### config.mk
export PLATFORM = sky130hd
export DESIGN_NAME = alu
export DESIGN_NICKNAME = d
export VERILOG_FILES = /design/src/source/mips_pkg.sv /design/src/source/alu.sv
export SDC_FILE = /design/constraint.sdc
export NUM_CORES = 1
export LEC_CHECK = 0
export BUFFER_PORTS_ARGS = -buffer_cell sky130_fd_sc_hd__buf_2
export CAP_MARGIN = 20
export CORE_AREA = 2 2 132 83
export DETAILED_ROUTE_END_ITERATION = 8
export DIE_AREA = 0 0 134 85
export PLACE_DENSITY_LB_ADDON = 0.2
export SLEW_MARGIN = 0
export SYNTH_ARGS = -nofsm -noshare
export SYNTH_HDL_FRONTEND = slang
export SYNTH_SLANG_ARGS = --single-unit
### constraint.sdc
create_clock -name vclk -period 8.7
set_input_delay 1.305 -clock vclk [all_inputs]
set_output_delay 1.305 -clock vclk [all_outputs]
set_load 0.1 [all_outputs]
### src/source/mips_pkg.sv
`default_nettype none

package mips_pkg;

    typedef enum logic [3:0] {
        alu_add  = 4'b0000,
        alu_addu = 4'b0001,
        alu_sub  = 4'b0010,
        alu_subu = 4'b0011,
        alu_and  = 4'b0100,
        alu_or   = 4'b0101,
        alu_xor  = 4'b0110,
        alu_nor  = 4'b0111,
        alu_slt  = 4'b1010,
        alu_sltu = 4'b1011
    } alu_fn_t;

    typedef enum logic [1:0] {
        shift_sll = 2'b00,
        shift_srl = 2'b01,
        shift_sra = 2'b10
    } shift_kind_t;

    typedef struct packed {
        logic        variable; // Amount from rs[4:0]
        shift_kind_t kind;
    } shift_t;

    typedef enum logic [1:0] {
        wb_alu   = 2'b00,
        wb_mem   = 2'b01,
        wb_shift = 2'b10,
        wb_link  = 2'b11  // pc+4
    } wb_sel_t;

    typedef enum logic [1:0] {
        pc_reg    = 2'b00, // jr, jalr
        pc_branch = 2'b01,
        pc_jump   = 2'b10,
        pc_seq    = 2'b11
    } pc_sel_t;

    typedef struct packed {
        alu_fn_t    alu_fn;
        logic       use_imm;
        logic       zero_ext;
        shift_t     shift;
        logic [4:0] dest;
        logic       reg_we;
        wb_sel_t    wb_sel;
        logic [3:0] branch_fn; // {opcode[2:0], instruction[16]}
        pc_sel_t    pc_sel;
        logic       mem_wren;
        logic       mem_rren;
    } ctrl_t;

    localparam logic [5:0] op_rtype  = 6'b000000;
    localparam logic [5:0] op_regimm = 6'b000001; // bltz, bgez
    localparam logic [5:0] op_j      = 6'b000010;
    localparam logic [5:0] op_jal    = 6'b000011;
    localparam logic [5:0] op_lw     = 6'b100011;
    localparam logic [5:0] op_sw     = 6'b101011;
    localparam logic [5:0] fn_jr     = 6'b001000;
    localparam logic [5:0] fn_jalr   = 6'b001001;

endpackage

`default_nettype wire

### src/source/alu.sv
`default_nettype none
`timescale 1ns/1ns

module alu (
    input  wire mips_pkg::alu_fn_t fn,
    input  wire [31:0]             a,
    input  wire [31:0]             b,
    output logic [31:0]            result
);

    logic [31:0] sum;
    logic [31:0] diff;
    logic        less_signed;
    logic        less_unsigned;

    assign sum           = a + b; // Overflow ignored
    assign diff          = a - b;
    assign less_signed   = $signed(a) < $signed(b);
    assign less_unsigned = a < b;

    always_comb begin
        case (fn)
            mips_pkg::alu_add,
            mips_pkg::alu_addu: begin
                result = sum;
            end
            mips_pkg::alu_sub,
            mips_pkg::alu_subu: begin
                result = diff;
            end
            mips_pkg::alu_and: begin
                result = a & b;
            end
            mips_pkg::alu_or: begin
                result = a | b;
            end
            mips_pkg::alu_xor: begin
                result = a ^ b;
            end
            mips_pkg::alu_nor: begin
                result = ~(a | b);
            end
            mips_pkg::alu_slt: begin
                result = {31'd0, less_signed};
            end
            mips_pkg::alu_sltu: begin
                result = {31'd0, less_unsigned};
            end
            default: begin
                result = 32'd0; // Unused function codes
            end
        endcase
    end

endmodule

`default_nettype wire

Yosys cells after proc, flatten, opt, wreduce, memory -nomap -nowiden

Cells that the tools add are included.

Register bits: 0
Input bits: 68

$add $sub $neg: 2
Magnitude comparators: 2
Eq/ne operators: 9
Muxes and demuxes: 1
Bitwise logic cells: 4
Reductions and logical operators: 3

Operators by type and width:

| cell               | number |
|---|---|
| $pmux 32 s8        | 1 |
| $lt 32x32->1       | 2 |
| $add 32x32->32     | 1 |
| $and 32x32->32     | 1 |
| $not 32->32        | 1 |
| $or 32x32->32      | 1 |
| $sub 32x32->32     | 1 |
| $xor 32x32->32     | 1 |
| $eq 4x3->1 const B | 4 |
| $eq 4x2->1 const B | 2 |
| $eq 4x4->1 const B | 2 |
| $eq 4x1->1 const B | 1 |
| $logic_not 4->1    | 1 |
| $reduce_or 2->1    | 2 |

Depth between registers and ports, before layout

Gate-level depths: netlist of run 1.

Depth in word-level cells: 3
Depth in mapped cells: 13

Worst setup path after synthesis of run 1

OpenSTA, ideal clock, no wires.

Path kind: in2out
From: in a[0]
To: out result[30]
Arrival: 6.496 ns
Data required time: 7.395 ns
Setup slack: 0.899 ns
Stages on the path: 13
Cell sequence: inv_1 -> ha_1 -> inv_1 -> fa_1 -> nor2b_1 -> o211ai_1 -> a211oi_1 -> nor2_1 -> nand3_1 -> a31oi_1 -> nor3_1 -> or3_1 -> a2111oi_1

Longest elaborated chain between the ends: 2
Elaborated cells between the ends (all ways): 3
Classes of those cells: add/sub: 2; mux: 1

Ends and longest elaborated chain:

| element                                                 | RTL line             | RTL |
|---|---|---|
| start, declared                                         | alu.sv:6             | `input wire [31:0] a,` |
| $sub 32x32->32 / $add 32x32->32 (equally long branches) | alu.sv:17, alu.sv:16 |  |
| $pmux 32 s8 *                                           | alu.sv:22            | `case (fn)` |
| end, declared                                           | alu.sv:8             | `output logic [31:0] result` |

Mark *: on every way between the ends. The rest lies on a longest branch, timed or not.

Worst setup path after layout of run 1

Same ends and word-level chain as after synthesis.

==> metrics.txt, run 1 <==
# TYPE chip_impl_metric gauge
chip_impl_metric{name="adder_and_majority_gate_portion_of_the_synthesized_area",unit=""} 0.2387
chip_impl_metric{name="cellLeakagePower",unit="nW"} 2.929
chip_impl_metric{name="number_of_warnings_printed_during_yosys_synthesis",unit=""} 0
chip_impl_metric{name="max_slew.worst_pin.slew",unit="ps"} 965.3
chip_impl_metric{name="max-cap-violations",unit=""} 0
chip_impl_metric{name="required",unit="ps"} 7390
chip_impl_metric{name="flow.area_growth_from_synthesis",unit="%"} 7.810
chip_impl_metric{name="grt_first_pass_wirelength",unit="um"} 29730
chip_impl_info{name="startpoint_type",value="input port"} 1
chip_impl_metric{name="die-width",unit="um"} 134
chip_impl_metric{name="post_cts_hold_buffer_count",unit=""} 0
chip_impl_metric{name="routed_wire_length",unit="um"} 18760
chip_impl_metric{name="n_clock_buffer",unit=""} 0
chip_impl_metric{name="vias",unit=""} 6299
chip_impl_metric{name="dr.pass1.iters",unit=""} 6
chip_impl_metric{name="grt.overflow.total",unit=""} 0
chip_impl_metric{name="num_rows",unit=""} 29
chip_impl_metric{name="grt_util_all_layers",unit=""} 0.3196
chip_impl_info{name="criticalPathCategory",value="input port to primary output"} 1
chip_impl_metric{name="seq_cell_count",unit=""} 0
chip_impl_metric{name="antenna_cells",unit=""} 0
chip_impl_metric{name="globalplace.congestion",unit=""} 0.9683
chip_impl_info{name="worst_hold_startpoint",value="a[31]"} 1
chip_impl_metric{name="drt_iter0_markers",unit=""} 782
chip_impl_metric{name="synth_sequential_area_ratio",unit=""} 0
chip_impl_info{name="synth_top_family_by_area",value="compound AO/OA/AOI/OAI gates"} 1
chip_impl_metric{name="power.share.sequential",unit=""} 0
chip_impl_metric{name="layout_fillers",unit=""} 1040
chip_impl_metric{name="post-route-period-util",unit=""} 0.6873
chip_impl_info{name="run_status",value="complete, no violations"} 1
chip_impl_metric{name="hold_violations",unit=""} 0
chip_impl_metric{name="cts_repair_resize_count",unit=""} 0
chip_impl_metric{name="netlist.area_leader.share",unit=""} 0.2313
chip_impl_metric{name="comb_power_share",unit=""} 1.000
chip_impl_metric{name="area_share_of_and_or_nand_nor_cells_after_synthesis",unit=""} 0.1768
chip_impl_metric{name="drt-vias-per-instance",unit=""} 6.293
chip_impl_metric{name="intPower",unit="W"} 0.0001552
chip_impl_metric{name="clock_power_share",unit=""} 0
chip_impl_metric{name="post_synth_mux_area_share",unit=""} 0.05520
chip_impl_metric{name="timing.critical_path.arrival",unit="ps"} 4670
chip_impl_metric{name="core_region_area",unit="sq um"} 10200
chip_impl_metric{name="netlist_area",unit="sq um"} 5463
chip_impl_metric{name="yosys.cell_types.count",unit=""} 81
chip_impl_metric{name="path_buf_inv",unit=""} 4
chip_impl_metric{name="drive_gt1_frac",unit=""} 0.1485
chip_impl_info{name="endpoint_kind",value="primary output"} 1
chip_impl_metric{name="syn-mean-instance-area",unit="sq um"} 6.728
chip_impl_metric{name="avgRoutedWirePerCell",unit="um"} 18.74
chip_impl_info{name="rsz_0062_raised_after_global_routing",value="no"} 1
chip_impl_metric{name="power_switching",unit="W"} 0.0003741
chip_impl_metric{name="drc",unit=""} 0
chip_impl_metric{name="switching_share",unit=""} 0.7068
chip_impl_metric{name="max_stage_delay",unit="ps"} 500
chip_impl_metric{name="timing.final.crit_period",unit="ps"} 5980
chip_impl_metric{name="synthCells",unit=""} 812
chip_impl_metric{name="dp_hpwl",unit="um"} 14670
chip_impl_metric{name="final_nets",unit=""} 1035
chip_impl_metric{name="post-cts-setup-buffers",unit=""} 0
chip_impl_metric{name="die_h",unit="um"} 85
chip_impl_metric{name="hold_slack",unit="ps"} 3271
chip_impl_metric{name="antenna_violations_before_repair",unit=""} 1
chip_impl_metric{name="slew-limit-headroom",unit=""} 0.3557
chip_impl_metric{name="antenna_violating_nets_post_route",unit=""} 0
chip_impl_metric{name="synthesis.nets",unit=""} 983
chip_impl_metric{name="die_area",unit="sq um"} 11390
chip_impl_metric{name="place.port_buffers",unit=""} 100
chip_impl_metric{name="power-per-cell-area",unit="nW/um^2"} 89.87
chip_impl_metric{name="first_global_vias",unit=""} 5690
chip_impl_info{name="cp-startpoint",value="a[0]"} 1
chip_impl_metric{name="grt_start_max_net_pins",unit=""} 65
chip_impl_info{name="cp_slowest_cell",value="buf_2"} 1
chip_impl_info{name="crit_path_cell_trace",value="buf_2 > inv_1 > ha_1 > inv_1 > fa_1 > nor2b_1 > o211ai_1 > a211oi_1 > nor2_1 > nand3_1 > a31oi_1 > nor3_1 > or3_1 > a2111oi_1 > buf_2"} 1
chip_impl_metric{name="vdd_drop_max",unit="mV"} 0.07293
chip_impl_metric{name="fmax",unit="MHz"} 167.2
chip_impl_metric{name="setup_total_negative_slack",unit="ps"} 0
chip_impl_info{name="yosys-top-cells-area",value="ha_1 23%, a21oi_1 7.5%, xnor2_1 6.9%"} 1
chip_impl_info{name="synth_top_cell_by_area",value="ha_1"} 1
chip_impl_metric{name="worst_slack",unit="ps"} 2720
chip_impl_metric{name="pre_cts_slack",unit="ps"} 2761
chip_impl_metric{name="boundaryPins",unit=""} 100
chip_impl_metric{name="path_max_fanout",unit=""} 5
chip_impl_info{name="family_with_the_most_delay_on_the_worst_path",value="compound AO/OA/AOI/OAI gates"} 1
chip_impl_metric{name="initial_utilization",unit=""} 0.5358
chip_impl_metric{name="report.final.slew_viol_count",unit=""} 0
chip_impl_info{name="worst_hold_check_path_type",value="input port to primary output"} 1
chip_impl_metric{name="setup_viol",unit=""} 0
chip_impl_metric{name="synthXorXnorAreaFrac",unit=""} 0.08658
chip_impl_metric{name="final-seq-area",unit="sq um"} 0
chip_impl_metric{name="synth_compound_gate_area_share",unit=""} 0.3264
-- power by group through the flow --
stage / clock, W / combinational (W) / sequential [W]
global placement: 0 / 0.000510 / 0
global route: 0 / 0.000566 / 0
finish: 0 / 0.000529 / 0
CTS: 0 / 0.000519 / 0
detailed placement: 0 / 0.000516 / 0
floorplan: 0 / 0.000409 / 0
-- synth_stat cells (9+ instances only) --
master / instances
o22ai_1: 17
o21bai_1: 11
a21oi_1: 82
nand2_1: 55
a31oi_1: 9
a21o_1: 10
ha_1: 101
nor3_1: 23
a211oi_1: 17
nor2_1: 73
xnor2_1: 43
xor2_1: 11
mux2i_1: 29
nand3_1: 13
o211ai_1: 10
o21ai_0: 37
clkbuf_1: 26
buf_2: 9
inv_1: 89
-- cell families after synthesis --
family,after synthesis
compound gates,266
xor+xnor,54
fa+ha+maj,103
buf+inv,149
mux,30
simple gates,210
-- worst paths after layout --
path | cells past startpoint | to
worst min-delay path | 4 | result[0]
worst max-delay path | 15 | result[30]
-- placed cells by master, fill, tap and decap left out, drive strengths merged, types with 5 or more instances in the layout --
master,count
mux2i,29
o22ai,17
nor2,73
o21bai,11
a21o,10
o21a,5
inv,95
o31ai,7
nand2,55
a31oi,10
buf,103
a21oi,83
nand2b,7
a2111oi,6
xnor2,43
nor4,5
a211oi,19
xor2,11
or2,6
a311oi,5
ha,101
nor2b,6
nor3,23
nand3,13
o21ai,44
o211ai,11
-- per-stage QoR --
| stage | instance area, sq um | total power [W] | std cells | utilization |
|---|---|---|---|---|
| floorplan | 5463 | 0.0004090 | 812 | - |
| detailed placement | 5889 | 0.0005160 | 1001 | 0.5776 |
| global route | 5889 | 0.0005661 | 1001 | 0.5776 |
| finish | 5889 | 0.0005293 | 1001 | 0.5776 |
| global placement | 5889 | 0.0005103 | 1001 | 0.5776 |
| CTS | 5889 | 0.0005187 | 1001 | 0.5776 |
-- layer usage --
| layer | part of all wire | track usage |
|---|---|---|
| met5 | 0 | 0 |
| met4 | 0.013 | 0.04545 |
| met3 | 0.13 | 0.06392 |
| met2 | 0.37 | 0.4284 |
| met1 | 0.49 | 0.5168 |
-- worst min-delay path, cell delays in order --
cell and delay [ps]:
buf_2 100, ha_1 180, o41ai_1 90, buf_2 290
-- final cells by class --
type | count | area (sq um) | share of cell area
Multi-Input combinational cell | 663 | 4827 | 0.8196
Timing Repair Buffer | 103 | 525.5 | 0.08923
Inverter | 96 | 362.8 | 0.06161
Tap cell | 139 | 173.9 | 0.02953
(Power assumes the default switching activity.)
==> run 2, diff against run 1 <==
clock period = 5.95 ns   (was 8.7 ns; I/O delays follow)
==> run 2 against run 1 <==
Sequential share of layout area unchanged. Power is 47% higher. Count of clock-buffer cells in the layout is the same. Die area stayed put. Cell area increased by 0.64%. Combinational power up 47%. Cell count rose by 0.20%. Critical path depth fell by 2. First-iteration DRC count decreased by 15%.
==> metrics.txt, run 2 (same netlist as run 1, synthesis figures left out) <==
# TYPE chip_impl_metric gauge
chip_impl_metric{name="vias",unit=""} 6193
chip_impl_metric{name="globalplace.congestion",unit=""} 0.9751
chip_impl_metric{name="final-seq-area",unit="sq um"} 0
chip_impl_metric{name="num_rows",unit=""} 29
chip_impl_metric{name="seq_cell_count",unit=""} 0
chip_impl_metric{name="path_max_fanout",unit=""} 11
chip_impl_metric{name="final_nets",unit=""} 1037
chip_impl_metric{name="die_area",unit="sq um"} 11390
chip_impl_metric{name="n_clock_buffer",unit=""} 0
chip_impl_metric{name="post_route_insts_no_fill",unit=""} 1003
chip_impl_info{name="worst_hold_check_path_type",value="input port to primary output"} 1
chip_impl_metric{name="flow.area_growth_from_synthesis",unit="%"} 8.497
chip_impl_metric{name="power-per-cell-area",unit="nW/um^2"} 131.5
chip_impl_metric{name="slew-limit-headroom",unit=""} 0.3307
chip_impl_metric{name="hold_violations",unit=""} 0
chip_impl_metric{name="post-route-period-util",unit=""} 0.8593
chip_impl_metric{name="avgRoutedWirePerCell",unit="um"} 18.77
chip_impl_metric{name="drive_gt1_frac",unit=""} 0.1551
chip_impl_info{name="cp-startpoint",value="a[9]"} 1
chip_impl_metric{name="drt-vias-per-instance",unit=""} 6.174
chip_impl_metric{name="die_h",unit="um"} 85
chip_impl_metric{name="place.port_buffers",unit=""} 100
chip_impl_metric{name="grt_first_pass_wirelength",unit="um"} 29750
chip_impl_metric{name="drt_iter0_markers",unit=""} 666
chip_impl_metric{name="post-place-cells",unit=""} 1003
chip_impl_metric{name="dp_hpwl",unit="um"} 14670
chip_impl_info{name="criticalPathCategory",value="input port to primary output"} 1
chip_impl_info{name="commonest_non_fill_non_tap_cells_in_the_layout",value="101 x ha_1, 99 x buf_2, 89 x inv_1"} 1
chip_impl_metric{name="post_cts_hold_buffer_count",unit=""} 0
chip_impl_metric{name="cellLeakagePower",unit="nW"} 2.948
chip_impl_metric{name="cts_repair_resize_count",unit=""} 0
chip_impl_info{name="endpoint_kind",value="primary output"} 1
chip_impl_metric{name="timing.critical_path.arrival",unit="ps"} 4220
chip_impl_metric{name="antenna_cells",unit=""} 0
chip_impl_metric{name="core_region_area",unit="sq um"} 10200
chip_impl_info{name="mostFrequentLayoutCell",value="ha_1"} 1
chip_impl_info{name="startpoint_type",value="input port"} 1
chip_impl_metric{name="fmax",unit="MHz"} 195.6
chip_impl_metric{name="holdPathStages",unit=""} 4
chip_impl_metric{name="grt_util_all_layers",unit=""} 0.3193
chip_impl_metric{name="grt_start_max_net_pins",unit=""} 62
chip_impl_metric{name="die-width",unit="um"} 134
chip_impl_metric{name="dr.pass1.iters",unit=""} 5
chip_impl_metric{name="setup_viol",unit=""} 0
chip_impl_metric{name="vdd_drop_max",unit="mV"} 0.07812
chip_impl_metric{name="boundaryPins",unit=""} 100
chip_impl_metric{name="max-cap-violations",unit=""} 0
chip_impl_metric{name="required",unit="ps"} 5060
chip_impl_metric{name="drc",unit=""} 0
chip_impl_info{name="rsz_0062_raised_after_global_routing",value="no"} 1
chip_impl_metric{name="report.final.slew_viol_count",unit=""} 0
chip_impl_metric{name="routed_wire_length",unit="um"} 18830
chip_impl_metric{name="post-cts-setup-buffers",unit=""} 0
chip_impl_metric{name="antenna_violating_nets_post_route",unit=""} 0
chip_impl_metric{name="antenna_violations_before_repair",unit=""} 0
chip_impl_metric{name="initial_utilization",unit=""} 0.5358
chip_impl_metric{name="first_global_vias",unit=""} 5603
chip_impl_metric{name="setup_total_negative_slack",unit="ps"} 0
chip_impl_metric{name="grt.overflow.total",unit=""} 0
chip_impl_metric{name="timing.final.crit_period",unit="ps"} 5113
chip_impl_metric{name="max_slew.worst_pin.slew",unit="ps"} 1003
chip_impl_info{name="run_status",value="complete, no violations"} 1
chip_impl_info{name="endpoint",value="result[30]"} 1
==> run 2: changes by cell type in the layout (fill, tap and decap cells not counted) <==
cell	before	now
a2111oi_1	2	0
o311ai_0	2	1
buf_4	4	6
a2111oi_2	1	3
o311ai_1	1	2
o41ai_2	0	1
o41ai_1	1	0
a211oi_2	1	2
a211oi_1	17	16
==> run 2: where the power goes <==
part	switching [W]	internal (W)	leakage, nW
Sequential	0	0	0
Clock	0	0	0
Combinational	0.000550	0.000230	2.95
Total	0.000550	0.000230	2.95
==> run 2: layer usage <==
layer / vias up / global-route usage / part of all wire
met3: 17 / 0.06810 / 0.12
met4: 0 / 0.03675 / 0.0099
met5: - / 0 / 0
met1: 2867 / 0.5118 / 0.49
met2: 351 / 0.4350 / 0.37
li1: 2958 / - / -
==> run 2: worst min-delay path by stage <==
stage	start	endpoint	slack [ps]
3_5_place_dp	a[31]	result[0]	2470
6_report	a[31]	result[0]	2480
3_3_place_gp	a[31]	result[0]	2450
5_1_grt	a[31]	result[0]	2500
4_1_cts	a[31]	result[0]	2470
2_1_floorplan	a[31]	result[0]	2330
==> run 2: critical path, cell delays in order <==
cell and delay [ps]:
buf_2 100, inv_1 40, ha_1 440, nor2b_1 240, o211ai_1 130, a2111oi_0 720, nor2_1 120, nand3_1 250
a31oi_1 130, nor3_1 240, nor4_1 100, a2111oi_2 320, buf_2 480
==> run 2: layout make-up <==
| cell class | instances | area, sq um |
|---|---|---|
| multi-input cells | 663 | 4850 |
| fillers | 997 | 4269 |
| repair buffers | 105 | 540.5 |
| inverters | 96 | 362.8 |
| well taps | 139 | 173.9 |
==> run 2: through the flow <==
stage	setup slack, ps	area (sq um)	utilization	hold WS [ps]	power [W]
finish	837.4	5927	0.5813	2479	0.0007793
global route	687.5	5927	0.5813	2496	0.0008318
CTS	886.1	5927	0.5813	2468	0.0007633
detailed placement	917.6	5927	0.5813	2466	0.0007597
global placement	1009	5927	0.5813	2447	0.0007514
floorplan	97.53	5485	-	2329	0.0006016
